$ cat src/text_term_macros.svh
`ifndef TEXT_TERM_MACROS_SVH
`define TEXT_TERM_MACROS_SVH

// 640x480 horizontal timing, in pixel clocks
`define H_ACTIVE 640
`define H_FRONT 16
`define H_SYNC 96
`define H_BACK 48

// vertical timing, in lines
`define V_ACTIVE 480
`define V_FRONT 10
`define V_SYNC 2
`define V_BACK 33

// glyph cell and text grid
`define CELL_W 8
`define CELL_H 16
`define COLS 80
`define ROWS 30
`define CELLS 2400

// set-2 scan codes and the newline character
`define KEY_BREAK 8'hF0
`define KEY_ENTER 8'h5A
`define CHAR_NEWLINE 8'h0A

`endif
$ cat src/text_term_pkg.sv
package text_term_pkg;

	typedef logic [7:0] scan_code_t;

	// 0 marks an empty cell
	typedef logic [7:0] ascii_t;

	// row * 80 + column
	typedef logic [11:0] cell_addr_t;

	typedef logic [9:0] pix_x_t;
	typedef logic [9:0] pix_y_t;

	typedef logic [3:0] glyph_row_t;
	typedef logic [2:0] glyph_col_t;

	typedef enum logic [1:0] {
		IDLE,
		DATA,
		PARITY,
		STOP
	} rx_state_t;

endpackage

$ cat src/vga_text_render.sv
`timescale 1ns/1ps
`include "text_term_macros.svh"

module vga_text_render (
	input  logic                      clk,
	input  logic                      rst_n,
	output text_term_pkg::cell_addr_t rd_addr,
	input  text_term_pkg::ascii_t     rd_data,
	output logic                      hsync,
	output logic                      vsync,
	output logic                      blank_n,
	output text_term_pkg::ascii_t     char_code,
	output text_term_pkg::glyph_row_t glyph_row,
	output text_term_pkg::glyph_col_t glyph_col
);

	localparam int H_TOTAL = `H_ACTIVE + `H_FRONT + `H_SYNC + `H_BACK;
	localparam int V_TOTAL = `V_ACTIVE + `V_FRONT + `V_SYNC + `V_BACK;

	text_term_pkg::pix_x_t h_cnt;
	text_term_pkg::pix_y_t v_cnt;
	logic active_0;
	logic hsync_0;
	logic vsync_0;
	logic [6:0] cell_col;
	logic [4:0] cell_row;

	logic active_1;
	logic hsync_1;
	logic vsync_1;
	text_term_pkg::glyph_row_t grow_1;
	text_term_pkg::glyph_col_t gcol_1;

	// stage 0 raster counters
	always_ff @(posedge clk) begin
		if (!rst_n) begin
			h_cnt <= '0;
			v_cnt <= '0;
		end else if (h_cnt == 10'(H_TOTAL - 1)) begin
			h_cnt <= '0;
			if (v_cnt == 10'(V_TOTAL - 1)) begin
				v_cnt <= '0;
			end else begin
				v_cnt <= v_cnt + 10'd1;
			end
		end else begin
			h_cnt <= h_cnt + 10'd1;
		end
	end

	assign active_0 = (h_cnt < 10'(`H_ACTIVE)) && (v_cnt < 10'(`V_ACTIVE));
	assign hsync_0 = !((h_cnt >= 10'(`H_ACTIVE + `H_FRONT)) &&
		(h_cnt < 10'(`H_ACTIVE + `H_FRONT + `H_SYNC)));
	assign vsync_0 = !((v_cnt >= 10'(`V_ACTIVE + `V_FRONT)) &&
		(v_cnt < 10'(`V_ACTIVE + `V_FRONT + `V_SYNC)));

	assign cell_col = 7'(h_cnt / `CELL_W);
	assign cell_row = 5'(v_cnt / `CELL_H);

	// kept in range during blanking
	assign rd_addr = active_0 ?
		(12'(cell_row) * 12'(`COLS) + 12'(cell_col)) : '0;

	// stage 1 lines up with rd_data
	always_ff @(posedge clk) begin
		if (!rst_n) begin
			active_1 <= 1'b0;
			hsync_1 <= 1'b1;
			vsync_1 <= 1'b1;
		end else begin
			active_1 <= active_0;
			hsync_1 <= hsync_0;
			vsync_1 <= vsync_0;
		end
	end

	always_ff @(posedge clk) begin
		grow_1 <= 4'(v_cnt % `CELL_H);
		gcol_1 <= 3'(h_cnt % `CELL_W);
	end

	// stage 2 outputs
	always_ff @(posedge clk) begin
		if (!rst_n) begin
			hsync <= 1'b1;
			vsync <= 1'b1;
			blank_n <= 1'b0;
		end else begin
			hsync <= hsync_1;
			vsync <= vsync_1;
			blank_n <= active_1;
		end
	end

	always_ff @(posedge clk) begin
		char_code <= active_1 ? rd_data : 8'h00;
		glyph_row <= grow_1;
		glyph_col <= gcol_1;
	end

endmodule

$ cat config.mk
export PLATFORM = sky130hd
export DESIGN_NAME = vga_text_render
export DESIGN_NICKNAME = d
export VERILOG_FILES = /design/src/text_term_pkg.sv /design/src/vga_text_render.sv
export VERILOG_INCLUDE_DIRS = /design/src /design/src/src
export SDC_FILE = /design/constraint.sdc
export NUM_CORES = 1
export LEC_CHECK = 0
export BUFFER_PORTS_ARGS = -buffer_cell sky130_fd_sc_hd__clkbuf_2
export CORE_MARGIN = 2
export CORE_UTILIZATION = 54
export CTS_BUF_LIST = sky130_fd_sc_hd__clkbuf_4 sky130_fd_sc_hd__clkbuf_8 sky130_fd_sc_hd__clkbuf_16
export DETAILED_ROUTE_END_ITERATION = 6
export GPL_TIMING_DRIVEN = 1
export PLACE_DENSITY = 0.89
export SETUP_SLACK_MARGIN = 0.15
export SLEW_MARGIN = 20
export SYNTH_ARGS = -nofsm -noshare
export SYNTH_HDL_FRONTEND = slang
export SYNTH_SLANG_ARGS = --single-unit
$ cat constraint.sdc
create_clock -name clk -period 2.5 [get_ports clk]
set_input_delay 0.125 -clock clk [delete_from_list [all_inputs] [get_ports clk]]
set_output_delay 0.125 -clock clk [all_outputs]
set_load 0.05 [all_outputs]
== Word-level counts from Yosys, hierarchy flattened ==
Index checks and enable logic that the tools add are counted.

* Input bits: 10
* Output and inout bits: 30
* Word-level logic and storage cells: 34
* Bits in registers: 48

* Multipliers: 1
* Mux-type cells: 2
* Order comparisons: 6
* Add/sub/neg operators: 3
* Reductions and logical operators: 6
* Equal/unequal tests: 2
* Bitwise gates (word level): 1

{| class="wikitable"
|+ Operator list
! operator !! count
|-
| adder 10 x 1 -> 10 bit (second input constant) || 2
|-
| == test 10 bit (second input constant) || 2
|-
| less-than comparator 10 bit (second input constant) || 2
|-
| less-than comparator 10 x 9 -> 1 bit (second input constant) || 2
|-
| adder 12 x 7 -> 12 bit || 1
|-
| two-way mux 12 bit || 1
|-
| >= comparator 10 bit (second input constant) || 1
|-
| >= comparator 10 x 9 -> 1 bit (second input constant) || 1
|-
| two-way mux 10 bit || 1
|-
| multiplier 5 x 3 -> 8 bit (second input constant) || 1
|-
| logical AND 1 bit || 3
|-
| zero test 1 bit || 2
|-
| OR reduction 2 bit || 1
|-
| NOT 1 bit || 1
|}

== Longest topological paths before layout ==
Gate-level depths: netlist of run 1.

* Depth after elaboration: 3
* Mapped depth: 8
* Depth with buffers taken out: 8

== Least setup slack after synthesis of run 1 ==
OpenSTA, ideal clock, no wires.

* Kind: reg-to-output
* Start: register v_cnt[5]
* End: output port rd_addr[10]
* Stages on the path, launching flop included: 9
* Path slack: -0.352 ns
* Required time: 2.375 ns
* Path buffers: 0
* Arrival time: 2.727 ns
* Cells stage by stage: dfxtp_1 > ha_1 > ha_1 > inv_1 > fa_1 > nor2b_1 > o211ai_1 > or2_2 > mux2i_1

* Cells in the longest elaborated chain, start to end: 3
* Elaborated cells between the ends (all ways): 5
* Those cells by class: add/sub (1); mul (1); order compare (1); mux (1); reduce/logical (1)

{| class="wikitable"
|+ RTL lines
! element !! line !! text
|-
| start: declaration || vga_text_render.sv:21 || <nowiki>text_term_pkg::pix_y_t v_cnt;</nowiki>
|-
| start signal: assignment || vga_text_render.sv:44 || <nowiki>v_cnt <= v_cnt + 10'd1;</nowiki>
|-
| multiplier 5 x 3 -> 8 bit / less-than comparator 10 x 9 -> 1 bit (equally long branches) || vga_text_render.sv:62, vga_text_render.sv:51 ||
|-
| adder 12 x 7 -> 12 bit / logical AND 1 bit (equally long branches) || vga_text_render.sv:62, vga_text_render.sv:51 ||
|-
| two-way mux 12 bit (*) || vga_text_render.sv:61 || <nowiki>assign rd_addr = active_0 ?</nowiki>
|-
| end: declaration || vga_text_render.sv:7 || <nowiki>output text_term_pkg::cell_addr_t rd_addr,</nowiki>
|}

Every way passes the cells marked *; elsewhere a longest branch is shown, timed or not.

== Final worst setup path of run 1 ==
* Start: register v_cnt[7]
* End: output port rd_addr[10]

Same word-level chain as after synthesis.

==> impl_metrics.sql, run 1 <==
INSERT INTO impl_metrics (metric_group, metric, value, unit) VALUES
('outcome', 'outcome', 'finished with violations', ''),
('outcome', 'violations', 'setup timing', ''),
('placement', 'io_buffers', '39', ''),
('worst_setup_path', 'crit_path_frequent_cell', 'ha_4', ''),
('clock_network', 'total_cts_buffers', '5', ''),
('global_routing', 'grt.met1_usage', '24.92', '%'),
('timing', 'final.setup.worst_slack', '-0.06022', 'ns'),
('placement', 'place_congestion', '0.7913', ''),
('synthesis', 'synth.avg_cell_area', '9.755', 'um^2'),
('floorplan', 'design.portCount', '40', ''),
('timing', 'layout_min_cycle_time', '2.560', 'ns'),
('synthesis', 'synth_area', '0.002058', 'mm^2'),
('timing', 'setup-violations-final', '2', ''),
('clock_network', 'tritoncts', 'built', ''),
('floorplan', 'initial_utilization', '56.22', '%'),
('clock_network', 'clk_root_buffer_cell', 'clkbuf_8', ''),
('floorplan', 'die_area', '0.004321', 'mm^2'),
('route', 'postRouteWirelength', '4674', 'um'),
('timing', 'max-slew-margin-rel', '66.19', '%'),
('clock_network', 'clock_path_buffers', '2', ''),
('global_routing', 'globalRouteMet3Util', '7.534', '%'),
('pwr', 'pwr_total', '1.447', 'mW'),
('route', 'detail_route.wl_per_cell', '14.70', 'um'),
('synthesis', 'ys_seq_elements', '48', ''),
('placement', 'place_worst_setup_slack', '0.04465', 'ns'),
('clock_network', 'clk_pin_slew_worst_paths', '0.09', 'ns'),
('worst_setup_path', 'crit_fanout', '2', ''),
('placement', 'placed_cell_area', '0.002389', 'mm^2'),
('layout', 'antenna_diodes', '0', ''),
('timing', 'worstMarginPinSlew', '0.5037', 'ns'),
('route', 'vias', '1702', ''),
('layout', 'final_net_count', '294', ''),
('layout', 'area_growth_syn_to_layout', '32.95', '%'),
('pwr', 'total_leakage_power', '1.129', 'nW'),
('layout', 'finished_layout_cell_area', '0.002736', 'mm^2'),
('synthesis', 'synth-seq-area-share', '46.69', '%'),
('clock_network', 'cts_hold_repair.buffers', '0', ''),
('route', 'drt-pass1-iter-count', '6', ''),
('synthesis', 'synth_most_common_cell', 'dfxtp_1', ''),
('placement', 'placed_cells', '301', ''),
('synthesis', 'synth.distinct_cells', '44', ''),
('global_routing', 'grt_pass1_vias', '1560', ''),
('timing', 'drv_slew', '0', ''),
('layout', 'final-instance-count-excl-fill', '318', ''),
('global_routing', 'top_usage_layer', 'met2', ''),
('route', 'drtIter0Drc', '72', ''),
('worst_setup_path', 'worst-setup-path-type', 'flip-flop to output port', ''),
('synthesis', 'syn_nets', '236', ''),
('floorplan', 'die_h', '65.74', 'um'),
('clock_network', 'clkSinkCount', '48', ''),
('placement', 'dp.final_hpwl', '3011', 'um'),
('synthesis', 'synth_edf_count', '0', ''),
('global_routing', 'grt_util_all_layers', '22.17', '%'),
('worst_setup_path', 'cpPeakStageDelay', '0.46', 'ns'),
('timing', 'timing_hold_violations_final', '0', ''),
('route', 'ant_nets', '0', ''),
('global_routing', 'grt_first_pass_wirelength', '7065', 'um'),
('synthesis', 'synth-async-reset-ratio', '0', '%'),
('synthesis', 'synthTopCellsByArea', 'dfxtp_1 (47%), ha_1 (7.9%), xnor2_1 (6.0%), and2_1 (4.9%), nor2_1 (3.8%)', ''),
('flow_run', 'maxCapViolCount', '0', ''),
('timing', 'fin_skew', '0.01316', 'ns'),
('global_routing', 'grt_start_max_net_pins', '18', ''),
('global_routing', 'met2_usage', '37.50', '%'),
('floorplan', 'floorplan.rows', '22', ''),
('synthesis', 'post_synth_inst_count', '211', ''),
('pwr', 'vdd_ir_drop_max', '0.4354', 'mV'),
('global_routing', 'grt_antenna_before_repair', '0', ''),
('worst_setup_path', 'timing.critical_path.from', 'v_cnt[7]', ''),
('worst_hold_path', 'holdCritStartpoint', 'rd_data[7]', ''),
('global_routing', 'gr_overflow_total', '0', ''),
('synthesis', 'synth_largest_area_cell', 'dfxtp_1', '');
-- metal layers --
layer	wire length, um	share of wire [%]
met1	1949	42
met2	2353	50
met3	256	5.5
met4	114	2.4
met5	0	0
-- worst max-delay path: cells and delay by family (launching register included) --
family                     cells  cell delay, ns
adders and majority gates      3            0.86
AOI/OAI and AO/OA              1            0.13
muxes                          1            0.16
buffers and inverters          2            0.22
and+or+nand+nor                2            0.42
DFF                            1            0.34
-- report_power, final --
part	internal (mW)	total (mW)	switching, mW
Clock	0.301	0.571	0.270
Combinational	0.0222	0.0829	0.0607
Sequential	0.783	0.793	0.00936
-- placed cells by master, fill, tap and decap left out, types with 3 or more instances in the layout --
cell type / n
nand4_1: 5
xor2_1: 4
buf_4: 15
nor3_1: 5
ha_4: 5
ha_1: 7
nand2_1: 7
buf_6: 3
inv_1: 11
o21ai_0: 3
clkbuf_8: 5
dfxtp_1: 44
xnor2_1: 12
nand2b_1: 3
nor2_1: 20
and2_1: 16
nand3_1: 10
nor4_1: 5
clkbuf_2: 34
dfxtp_2: 3
-- kinds of logic after synthesis --
kind of cell	after synthesis	synth area share, %
XOR/XNOR	18	7.660
AND/OR/NAND/NOR	93	25.78
buffers and inverters	18	3.647
flip-flops	48	46.69
multiplexers	3	1.459
adder cells (fa/ha/maj)	15	9.848
AO/OA/AOI/OAI	16	4.925
-- through the flow --
step	utilization (%)	TNS, ns	hold WS [ns]
finish	74.74	-0.08057	0.01414
global route	74.74	-0.1857	0.009478
CTS	72.25	-0.05939	0.01348
detailed placement	65.24	0	0.3121
global placement	65.24	0	0.3099
floorplan	-	0	0.1980
-- path summary, 6_finish.rpt --
kind | end | slack [ns] | cells after the start
hold reg to reg | glyph_col[0] | 0.33 | 0
setup reg to reg | v_cnt[5] | 0.36 | 5
setup / recovery | rd_addr[10] | -0.06 | 9
hold / removal | char_code[7] | 0.01 | 2
-- state kept, by name (all words and copies together), names as in the netlist --
name       cells
active_1       1
blank_n        1
char_code      8
gcol_1         3
glyph_col      3
glyph_row      4
grow_1         4
h_cnt         10
hsync          1
hsync_1        1
v_cnt         10
vsync          1
vsync_1        1
-- what timing repair did --
item                                    CTS  global route
endpoints found under the setup margin    4             6
buffers inserted                          5             4
gates resized for setup                  24            19
pin swaps                                 4             7
-- layout make-up --
class / instances / area (um^2)
inverters: 13 / 48.80
multi-input cells: 145 / 1169
clock inverters: 3 / 47.55
repair buffers: 56 / 374.1
well taps: 48 / 60.06
flip-flops and latches: 48 / 968.4
fillers: 246 / 924.6
clock buffers: 5 / 68.82
Note: power is estimated with default switching activity, not from simulation.
==> run 2, diff against run 1 <==
--- a/config.mk
+++ b/config.mk
@@ -6,7 +6,7 @@
 export SDC_FILE = /design/constraint.sdc
 export NUM_CORES = 1
 export LEC_CHECK = 0
-export BUFFER_PORTS_ARGS = -buffer_cell sky130_fd_sc_hd__clkbuf_2
+export BUFFER_PORTS_ARGS = -buffer_cell sky130_fd_sc_hd__buf_2
 export CORE_MARGIN = 2
 export CORE_UTILIZATION = 54
 export CTS_BUF_LIST = sky130_fd_sc_hd__clkbuf_4 sky130_fd_sc_hd__clkbuf_8 sky130_fd_sc_hd__clkbuf_16
==> run 2 against run 1 <==
The run still ends with setup timing left. Cell count unchanged. Routed wire length up 6.0%. Sequential power about the same. Critical path depth unchanged. Via count up 2.5%. Total power down 0.39%. Non-clock buffer count unchanged. Utilization down 0.85 points. Register-to-register slack worse by 0.06 ns. Critical endpoint unchanged. Largest cell class unchanged.
==> impl_metrics.sql, run 2 (same netlist as run 1, synthesis figures left out) <==
INSERT INTO impl_metrics (metric_group, metric, value, unit) VALUES
('timing', 'setup-violations-final', '2', ''),
('timing', 'fin_skew', '0.003235', 'ns'),
('timing', 'layout_min_cycle_time', '2.551', 'ns'),
('placement', 'io_buffers', '39', ''),
('placement', 'placed_cells', '300', ''),
('layout', 'area_growth_syn_to_layout', '31.43', '%'),
('layout', 'biggestRegsByFlops', 'h_cnt: 10 flops, v_cnt: 10 flops, char_code: 8 flops', ''),
('floorplan', 'fp.dieW', '65.74', 'um'),
('worst_setup_path', 'worstReg2RegStart', 'h_cnt[0]', ''),
('layout', 'final_net_count', '294', ''),
('global_routing', 'grt_antenna_before_repair', '0', ''),
('timing', 'timing_hold_violations_final', '0', ''),
('worst_setup_path', 'timing.critical_path.from', 'v_cnt[5]', ''),
('global_routing', 'gr_overflow_total', '0', ''),
('timing', 'rsz0062_at_grt', 'yes', ''),
('clock_network', 'ctsHtreeMaxLevel', '2', ''),
('floorplan', 'die_h', '65.74', 'um'),
('layout', 'final_common_cell', 'dfxtp_1', ''),
('global_routing', 'grt_first_pass_wirelength', '7265', 'um'),
('route', 'route.detailed.vias_per_inst', '5.487', ''),
('route', 'ant_nets', '0', ''),
('layout', 'proportion_of_layout_cells_with_a_drive_suffix_above_1', '35.19', '%'),
('clock_network', 'clk_root_buffer_cell', 'clkbuf_8', ''),
('pwr', 'vdd_ir_drop_max', '0.3683', 'mV'),
('layout', 'postLayoutCoreUtil', '73.89', '%'),
('worst_setup_path', 'setup.worst_path.start_class', 'flip-flop', ''),
('layout', 'final-instance-count-excl-fill', '318', ''),
('layout', 'layout_common_cells', 'dfxtp_1 (43), buf_2 (35), nor2_1 (20)', ''),
('flow_run', 'maxCapViolCount', '0', ''),
('floorplan', 'floorplan.rows', '22', ''),
('pwr', 'total_leakage_power', '1.137', 'nW'),
('worst_setup_path', 'critPathCaptureType', 'output port', ''),
('clock_network', 'tritoncts', 'built', ''),
('global_routing', 'grt_start_max_net_pins', '18', ''),
('route', 'vias', '1745', ''),
('worst_setup_path', 'worst-setup-path-type', 'flip-flop to output port', ''),
('clock_network', 'clkSinkCount', '48', ''),
('timing', 'worst_hold_slack', '0.02289', 'ns'),
('pwr', 'power.density', '532.7', 'mW/mm^2'),
('pwr', 'pwr_total', '1.441', 'mW'),
('layout', 'multiInputGateArea', '0.001154', 'mm^2'),
('global_routing', 'grt_pass1_vias', '1527', ''),
('worst_setup_path', 'crit_fanout', '2', ''),
('floorplan', 'initial_utilization', '56.22', '%'),
('layout', 'antenna_diodes', '0', ''),
('timing', 'timing.final.crit_share', '102.0', '%'),
('clock_network', 'clk_pin_slew_worst_paths', '0.09', 'ns'),
('layout', 'final-seq-area', '972.2', 'um^2'),
('timing', 'max-slew-margin-rel', '61.18', '%'),
('floorplan', 'die_area', '0.004321', 'mm^2'),
('timing', 'drv_slew', '0', ''),
('route', 'drtIter0Drc', '110', ''),
('worst_hold_path', 'holdCritPathClass', 'input port to flip-flop', ''),
('placement', 'place_congestion', '0.8617', ''),
('route', 'detail_route.wl_per_cell', '15.58', 'um'),
('outcome', 'violations', 'setup timing', ''),
('route', 'drt-pass1-iter-count', '4', ''),
('clock_network', 'total_cts_buffers', '5', ''),
('placement', 'placed_cell_area', '0.002366', 'mm^2'),
('layout', 'fillers', '244', ''),
('layout', 'finished_layout_cell_area', '0.002705', 'mm^2'),
('global_routing', 'grt_util_all_layers', '22.08', '%'),
('route', 'remaining_drc_errors', '0', ''),
('floorplan', 'total_core_area', '0.003661', 'mm^2'),
('route', 'postRouteWirelength', '4954', 'um'),
('floorplan', 'design.portCount', '40', ''),
('worst_setup_path', 'critPathRequiredTime', '2.38', 'ns'),
('worst_hold_path', 'holdCritStartpoint', 'rd_data[7]', ''),
('timing', 'worstMarginPinSlew', '0.5785', 'ns'),
('placement', 'dp.final_hpwl', '3067', 'um'),
('timing', 'final.setup.worst_slack', '-0.05089', 'ns'),
('clock_network', 'clk_latency', '0.30', 'ns'),
('timing', 'max_clock_freq', '0.3920', 'GHz'),
('clock_network', 'clock_path_buffers', '2', ''),
('outcome', 'outcome', 'finished with violations', ''),
('worst_setup_path', 'arrival', '2.43', 'ns');
[run 2: changes by cell type in the layout (fill, tap and decap cells not counted), sizes merged]
cell,change
buf,+35
clkbuf,-35
clkinv,-2
clkinvlp,+1
inv,+1
[run 2: final timing paths]
| kind | endpoint | slack, ns | cells after the start |
|---|---|---|---|
| max | rd_addr[10] | -0.05 | 9 |
| min | char_code[7] | 0.02 | 2 |
| max reg2reg | v_cnt[6] | 0.30 | 5 |
| min reg2reg | glyph_col[2] | 0.33 | 0 |
[run 2: timing repair]
item,4_1_cts,5_1_grt
setup endpoints to repair,4,5
gates cloned,0,0
resized for setup,25,18
buffers inserted,4,6
hold buffers,0,0
pin swaps,7,10
[run 2: worst max-delay path, stage by stage (launching register included)]
cell	delay, ns
dfxtp_2	0.35
ha_4	0.24
ha_4	0.16
inv_2	0.05
fa_2	0.46
nor2b_2	0.14
o211ai_1	0.13
or2_4	0.26
mux2i_4	0.14
buf_6	0.19
[run 2: metal layers]
metal / up-vias / wire length [um] / part of all wire [%] / global-route usage, %
li1: 832 / - / - / -
met1: 832 / 2040 / 41 / 26.83
met2: 70 / 2548 / 51 / 38.76
met3: 11 / 263 / 5.3 / 5.137
met4: 0 / 101 / 2.0 / 6.250
met5: - / 0 / 0 / 0
[run 2: layout make-up]
type	count	area share, %
multi-input cells	145	42.65
repair buffers	56	13.14
flip-flops and latches	48	35.94
clock inverters	3	1.711
well taps	48	2.220
inverters	13	1.804
clock buffers	5	2.544
[run 2: report_power, final]
group | internal [mW] | switching (mW) | total, mW
sequential | 0.782 | 0.0103 | 0.792
combinational | 0.0213 | 0.0597 | 0.0810
clock | 0.301 | 0.266 | 0.568
total | 1.10 | 0.336 | 1.44
[run 2: stage by stage]
| step | worst slack (ns) | TNS [ns] |
|---|---|---|
| floorplan | 0.08046 | 0 |
| global placement | 0.05257 | 0 |
| detailed placement | -0.04220 | -0.04220 |
| CTS | -0.02615 | -0.02615 |
| global route | -0.1110 | -0.2006 |
| finish | -0.05089 | -0.09004 |
==> run 3, diff against run 2 <==
--- a/config.mk
+++ b/config.mk
@@ -7,9 +7,11 @@
 export NUM_CORES = 1
 export LEC_CHECK = 0
 export BUFFER_PORTS_ARGS = -buffer_cell sky130_fd_sc_hd__buf_2
-export CORE_MARGIN = 2
+export CORE_ASPECT_RATIO = 0.6
+export CORE_MARGIN = 1
 export CORE_UTILIZATION = 54
 export CTS_BUF_LIST = sky130_fd_sc_hd__clkbuf_4 sky130_fd_sc_hd__clkbuf_8 sky130_fd_sc_hd__clkbuf_16
+export CTS_CLUSTER_DIAMETER = 30
 export DETAILED_ROUTE_END_ITERATION = 6
 export GPL_TIMING_DRIVEN = 1
 export PLACE_DENSITY = 0.89
==> run 3 against run 2 <==
Non-clock buffer count fell by 1. Critical path type unchanged. Final area rose by 0.65%. Total power rose by 0.88%. The flow still finishes with violations (setup timing). Highest routed layer unchanged.
==> impl_metrics.sql, run 3 (same netlist as run 1, synthesis figures left out) <==
INSERT INTO impl_metrics (metric_group, metric, value, unit) VALUES
('timing', 'final.setup.worst_slack', '-0.07198', 'ns'),
('worst_setup_path', 'crit_fanout', '2', ''),
('timing', 'timing.final.crit_share', '102.9', '%'),
('floorplan', 'floorplan.rows', '16', ''),
('global_routing', 'gr_overflow_total', '0', ''),
('worst_hold_path', 'holdCritPathClass', 'input port to flip-flop', ''),
('timing', 'timing_hold_violations_final', '0', ''),
('route', 'route.met2.wl', '2218', 'um'),
('route', 'detail_route.wl_per_cell', '16.12', 'um'),
('timing', 'max_clock_freq', '0.3888', 'GHz'),
('clock_network', 'clock_path_buffers', '2', ''),
('clock_network', 'clk_latency', '0.30', 'ns'),
('worst_setup_path', 'critPathSlowestCell', 'fa_2', ''),
('pwr', 'vdd_ir_drop_max', '0.4077', 'mV'),
('worst_setup_path', 'setup.worst_path.start_class', 'flip-flop', ''),
('global_routing', 'grt_first_pass_wirelength', '8114', 'um'),
('route', 'ant_nets', '0', ''),
('layout', 'antenna_diodes', '0', ''),
('timing', 'worst_hold_slack', '0.01919', 'ns'),
('pwr', 'pwr_total', '1.454', 'mW'),
('route', 'remaining_drc_errors', '0', ''),
('floorplan', 'initial_utilization', '59.77', '%'),
('placement', 'io_buffers', '39', ''),
('floorplan', 'die_h', '49.82', 'um'),
('worst_setup_path', 'crit_path_frequent_cell', 'ha_4', ''),
('outcome', 'outcome', 'finished with violations', ''),
('clock_network', 'clkSinkCount', '48', ''),
('timing', 'worstMarginPinSlew', '0.5428', 'ns'),
('clock_network', 'ctsHtreeMaxLevel', '2', ''),
('worst_setup_path', 'arrival', '2.45', 'ns'),
('route', 'drtIter0Drc', '179', ''),
('floorplan', 'fp.dieW', '81.70', 'um'),
('flow_run', 'maxCapViolCount', '0', ''),
('clock_network', 'cts_hold_repair.buffers', '0', ''),
('global_routing', 'grt_start_max_net_pins', '18', ''),
('floorplan', 'die_area', '0.004070', 'mm^2'),
('global_routing', 'grt_antenna_before_repair', '0', ''),
('route', 'wl_met1', '2263', 'um'),
('pwr', 'power.density', '533.9', 'mW/mm^2'),
('pwr', 'total_leakage_power', '1.141', 'nW'),
('layout', 'final_common_cell', 'dfxtp_1', ''),
('layout', 'postLayoutCoreUtil', '79.07', '%'),
('global_routing', 'grt_pass1_vias', '1653', ''),
('route', 'drt-pass1-iter-count', '4', ''),
('worst_setup_path', 'critPathCaptureType', 'output port', ''),
('worst_setup_path', 'ff2ff_setup_slack', '0.40', 'ns'),
('clock_network', 'clk_root_buffer_cell', 'clkbuf_8', ''),
('clock_network', 'total_cts_buffers', '5', ''),
('layout', 'finished_layout_cell_area', '0.002723', 'mm^2'),
('placement', 'dp.final_hpwl', '3085', 'um'),
('route', 'postRouteWirelength', '5062', 'um'),
('route', 'routed.top_layer', 'met4', ''),
('timing', 'setup-violations-final', '2', ''),
('worst_setup_path', 'worst_r2r_path_depth', '5', ''),
('layout', 'biggestRegsByFlops', 'h_cnt: 10 flops, v_cnt: 10 flops, char_code: 8 flops', ''),
('layout', 'layout_common_cells', 'dfxtp_1 (44), buf_2 (33), nor2_1 (20)', ''),
('placement', 'place_congestion', '0.8649', ''),
('outcome', 'violations', 'setup timing', ''),
('worst_setup_path', 'critPathRequiredTime', '2.38', 'ns'),
('floorplan', 'design.portCount', '40', ''),
('clock_network', 'clk_pin_slew_worst_paths', '0.09', 'ns'),
('placement', 'placed_cell_area', '0.002385', 'mm^2'),
('timing', 'fin_skew', '0.005403', 'ns'),
('timing', 'drv_slew', '0', ''),
('floorplan', 'total_core_area', '0.003443', 'mm^2'),
('timing', 'max-slew-margin-rel', '63.57', '%'),
('route', 'route.met3.wl', '439', 'um'),
('worst_setup_path', 'worst-setup-path-type', 'flip-flop to output port', ''),
('layout', 'area_growth_syn_to_layout', '32.28', '%'),
('route', 'vias', '1760', ''),
('layout', 'proportion_of_layout_cells_with_a_drive_suffix_above_1', '34.94', '%'),
('timing', 'rsz0062_at_grt', 'yes', ''),
('clock_network', 'tritoncts', 'built', ''),
('worst_setup_path', 'worstPathCellList', 'ha_4 -> ha_4 -> inv_4 -> fa_2 -> nor2b_2 -> o211ai_1 -> or2_4 -> mux2i_4 -> buf_6', ''),
('worst_hold_path', 'holdPathStages', '2', ''),
('placement', 'place_worst_setup_slack', '0.001421', 'ns'),
('global_routing', 'grt_util_all_layers', '27.28', '%'),
('route', 'route.detailed.vias_per_inst', '5.605', ''),
('worst_setup_path', 'cpPeakStageDelay', '0.46', 'ns'),
('timing', 'layout_min_cycle_time', '2.572', 'ns'),
('layout', 'final_net_count', '293', '');
==> run 3: cell types whose count changed in the layout (fill, tap and decap cells not counted), sizes merged <==
cell	previous run	this run
buf	56	54
clkinv	0	1
clkinvlp	1	0
inv	14	13
clkbuf	5	7
==> run 3: worst max-delay path: cells and delay by family (launching register included) <==
family,cells,cell delay [ns]
adder cells (fa/ha/maj),3,0.87
AND/OR/NAND/NOR,2,0.41
flip-flops,1,0.34
buffers and inverters,2,0.23
multiplexers,1,0.15
AO/OA/AOI/OAI,1,0.12
==> run 3: through the flow <==
stage          TNS [ns]  instances
3_3_place_gp          0        300
3_5_place_dp          0        300
5_1_grt         -0.2627        314
6_report       -0.09916        314
2_1_floorplan         0        211
4_1_cts        -0.01267        313
==> run 3: layout make-up <==
cell class / count / area (um^2)
multi-input cells: 145 / 1172
flip-flops and latches: 48 / 968.4
fillers: 219 / 720.7
repair buffers: 55 / 352.8
clock buffers: 6 / 82.58
well taps: 45 / 56.30
inverters: 13 / 51.30
clock inverters: 2 / 38.79
==> run 3: what timing repair did <==
| action | in CTS | in global routing |
|---|---|---|
| pin swaps | 8 | 6 |
| resized for setup | 33 | 12 |
| setup endpoints to repair | 4 | 9 |
| hold endpoints to repair | 0 | 0 |
| setup buffers | 5 | 1 |
==> run 3: worst paths after layout <==
check	startpoint	endpoint
max	v_cnt[5]	rd_addr[10]
min	rd_data[6]	char_code[6]
max reg2reg	h_cnt[0]	v_cnt[6]
min reg2reg	grow_1[1]	glyph_row[1]
==> run 3: layer usage <==
layer | GRT usage, % | vias to the layer above
met3 | 9.259 | 19
met1 | 36.59 | 827
met2 | 40.56 | 86
met5 | 0 | -
met4 | 9.942 | 0
li1 | - | 828
==> run 3: power breakdown <==
group          internal [mW]  total (mW)  switching [mW]
clock                  0.327       0.579           0.252
sequential             0.783       0.794          0.0106
combinational         0.0215      0.0808          0.0593
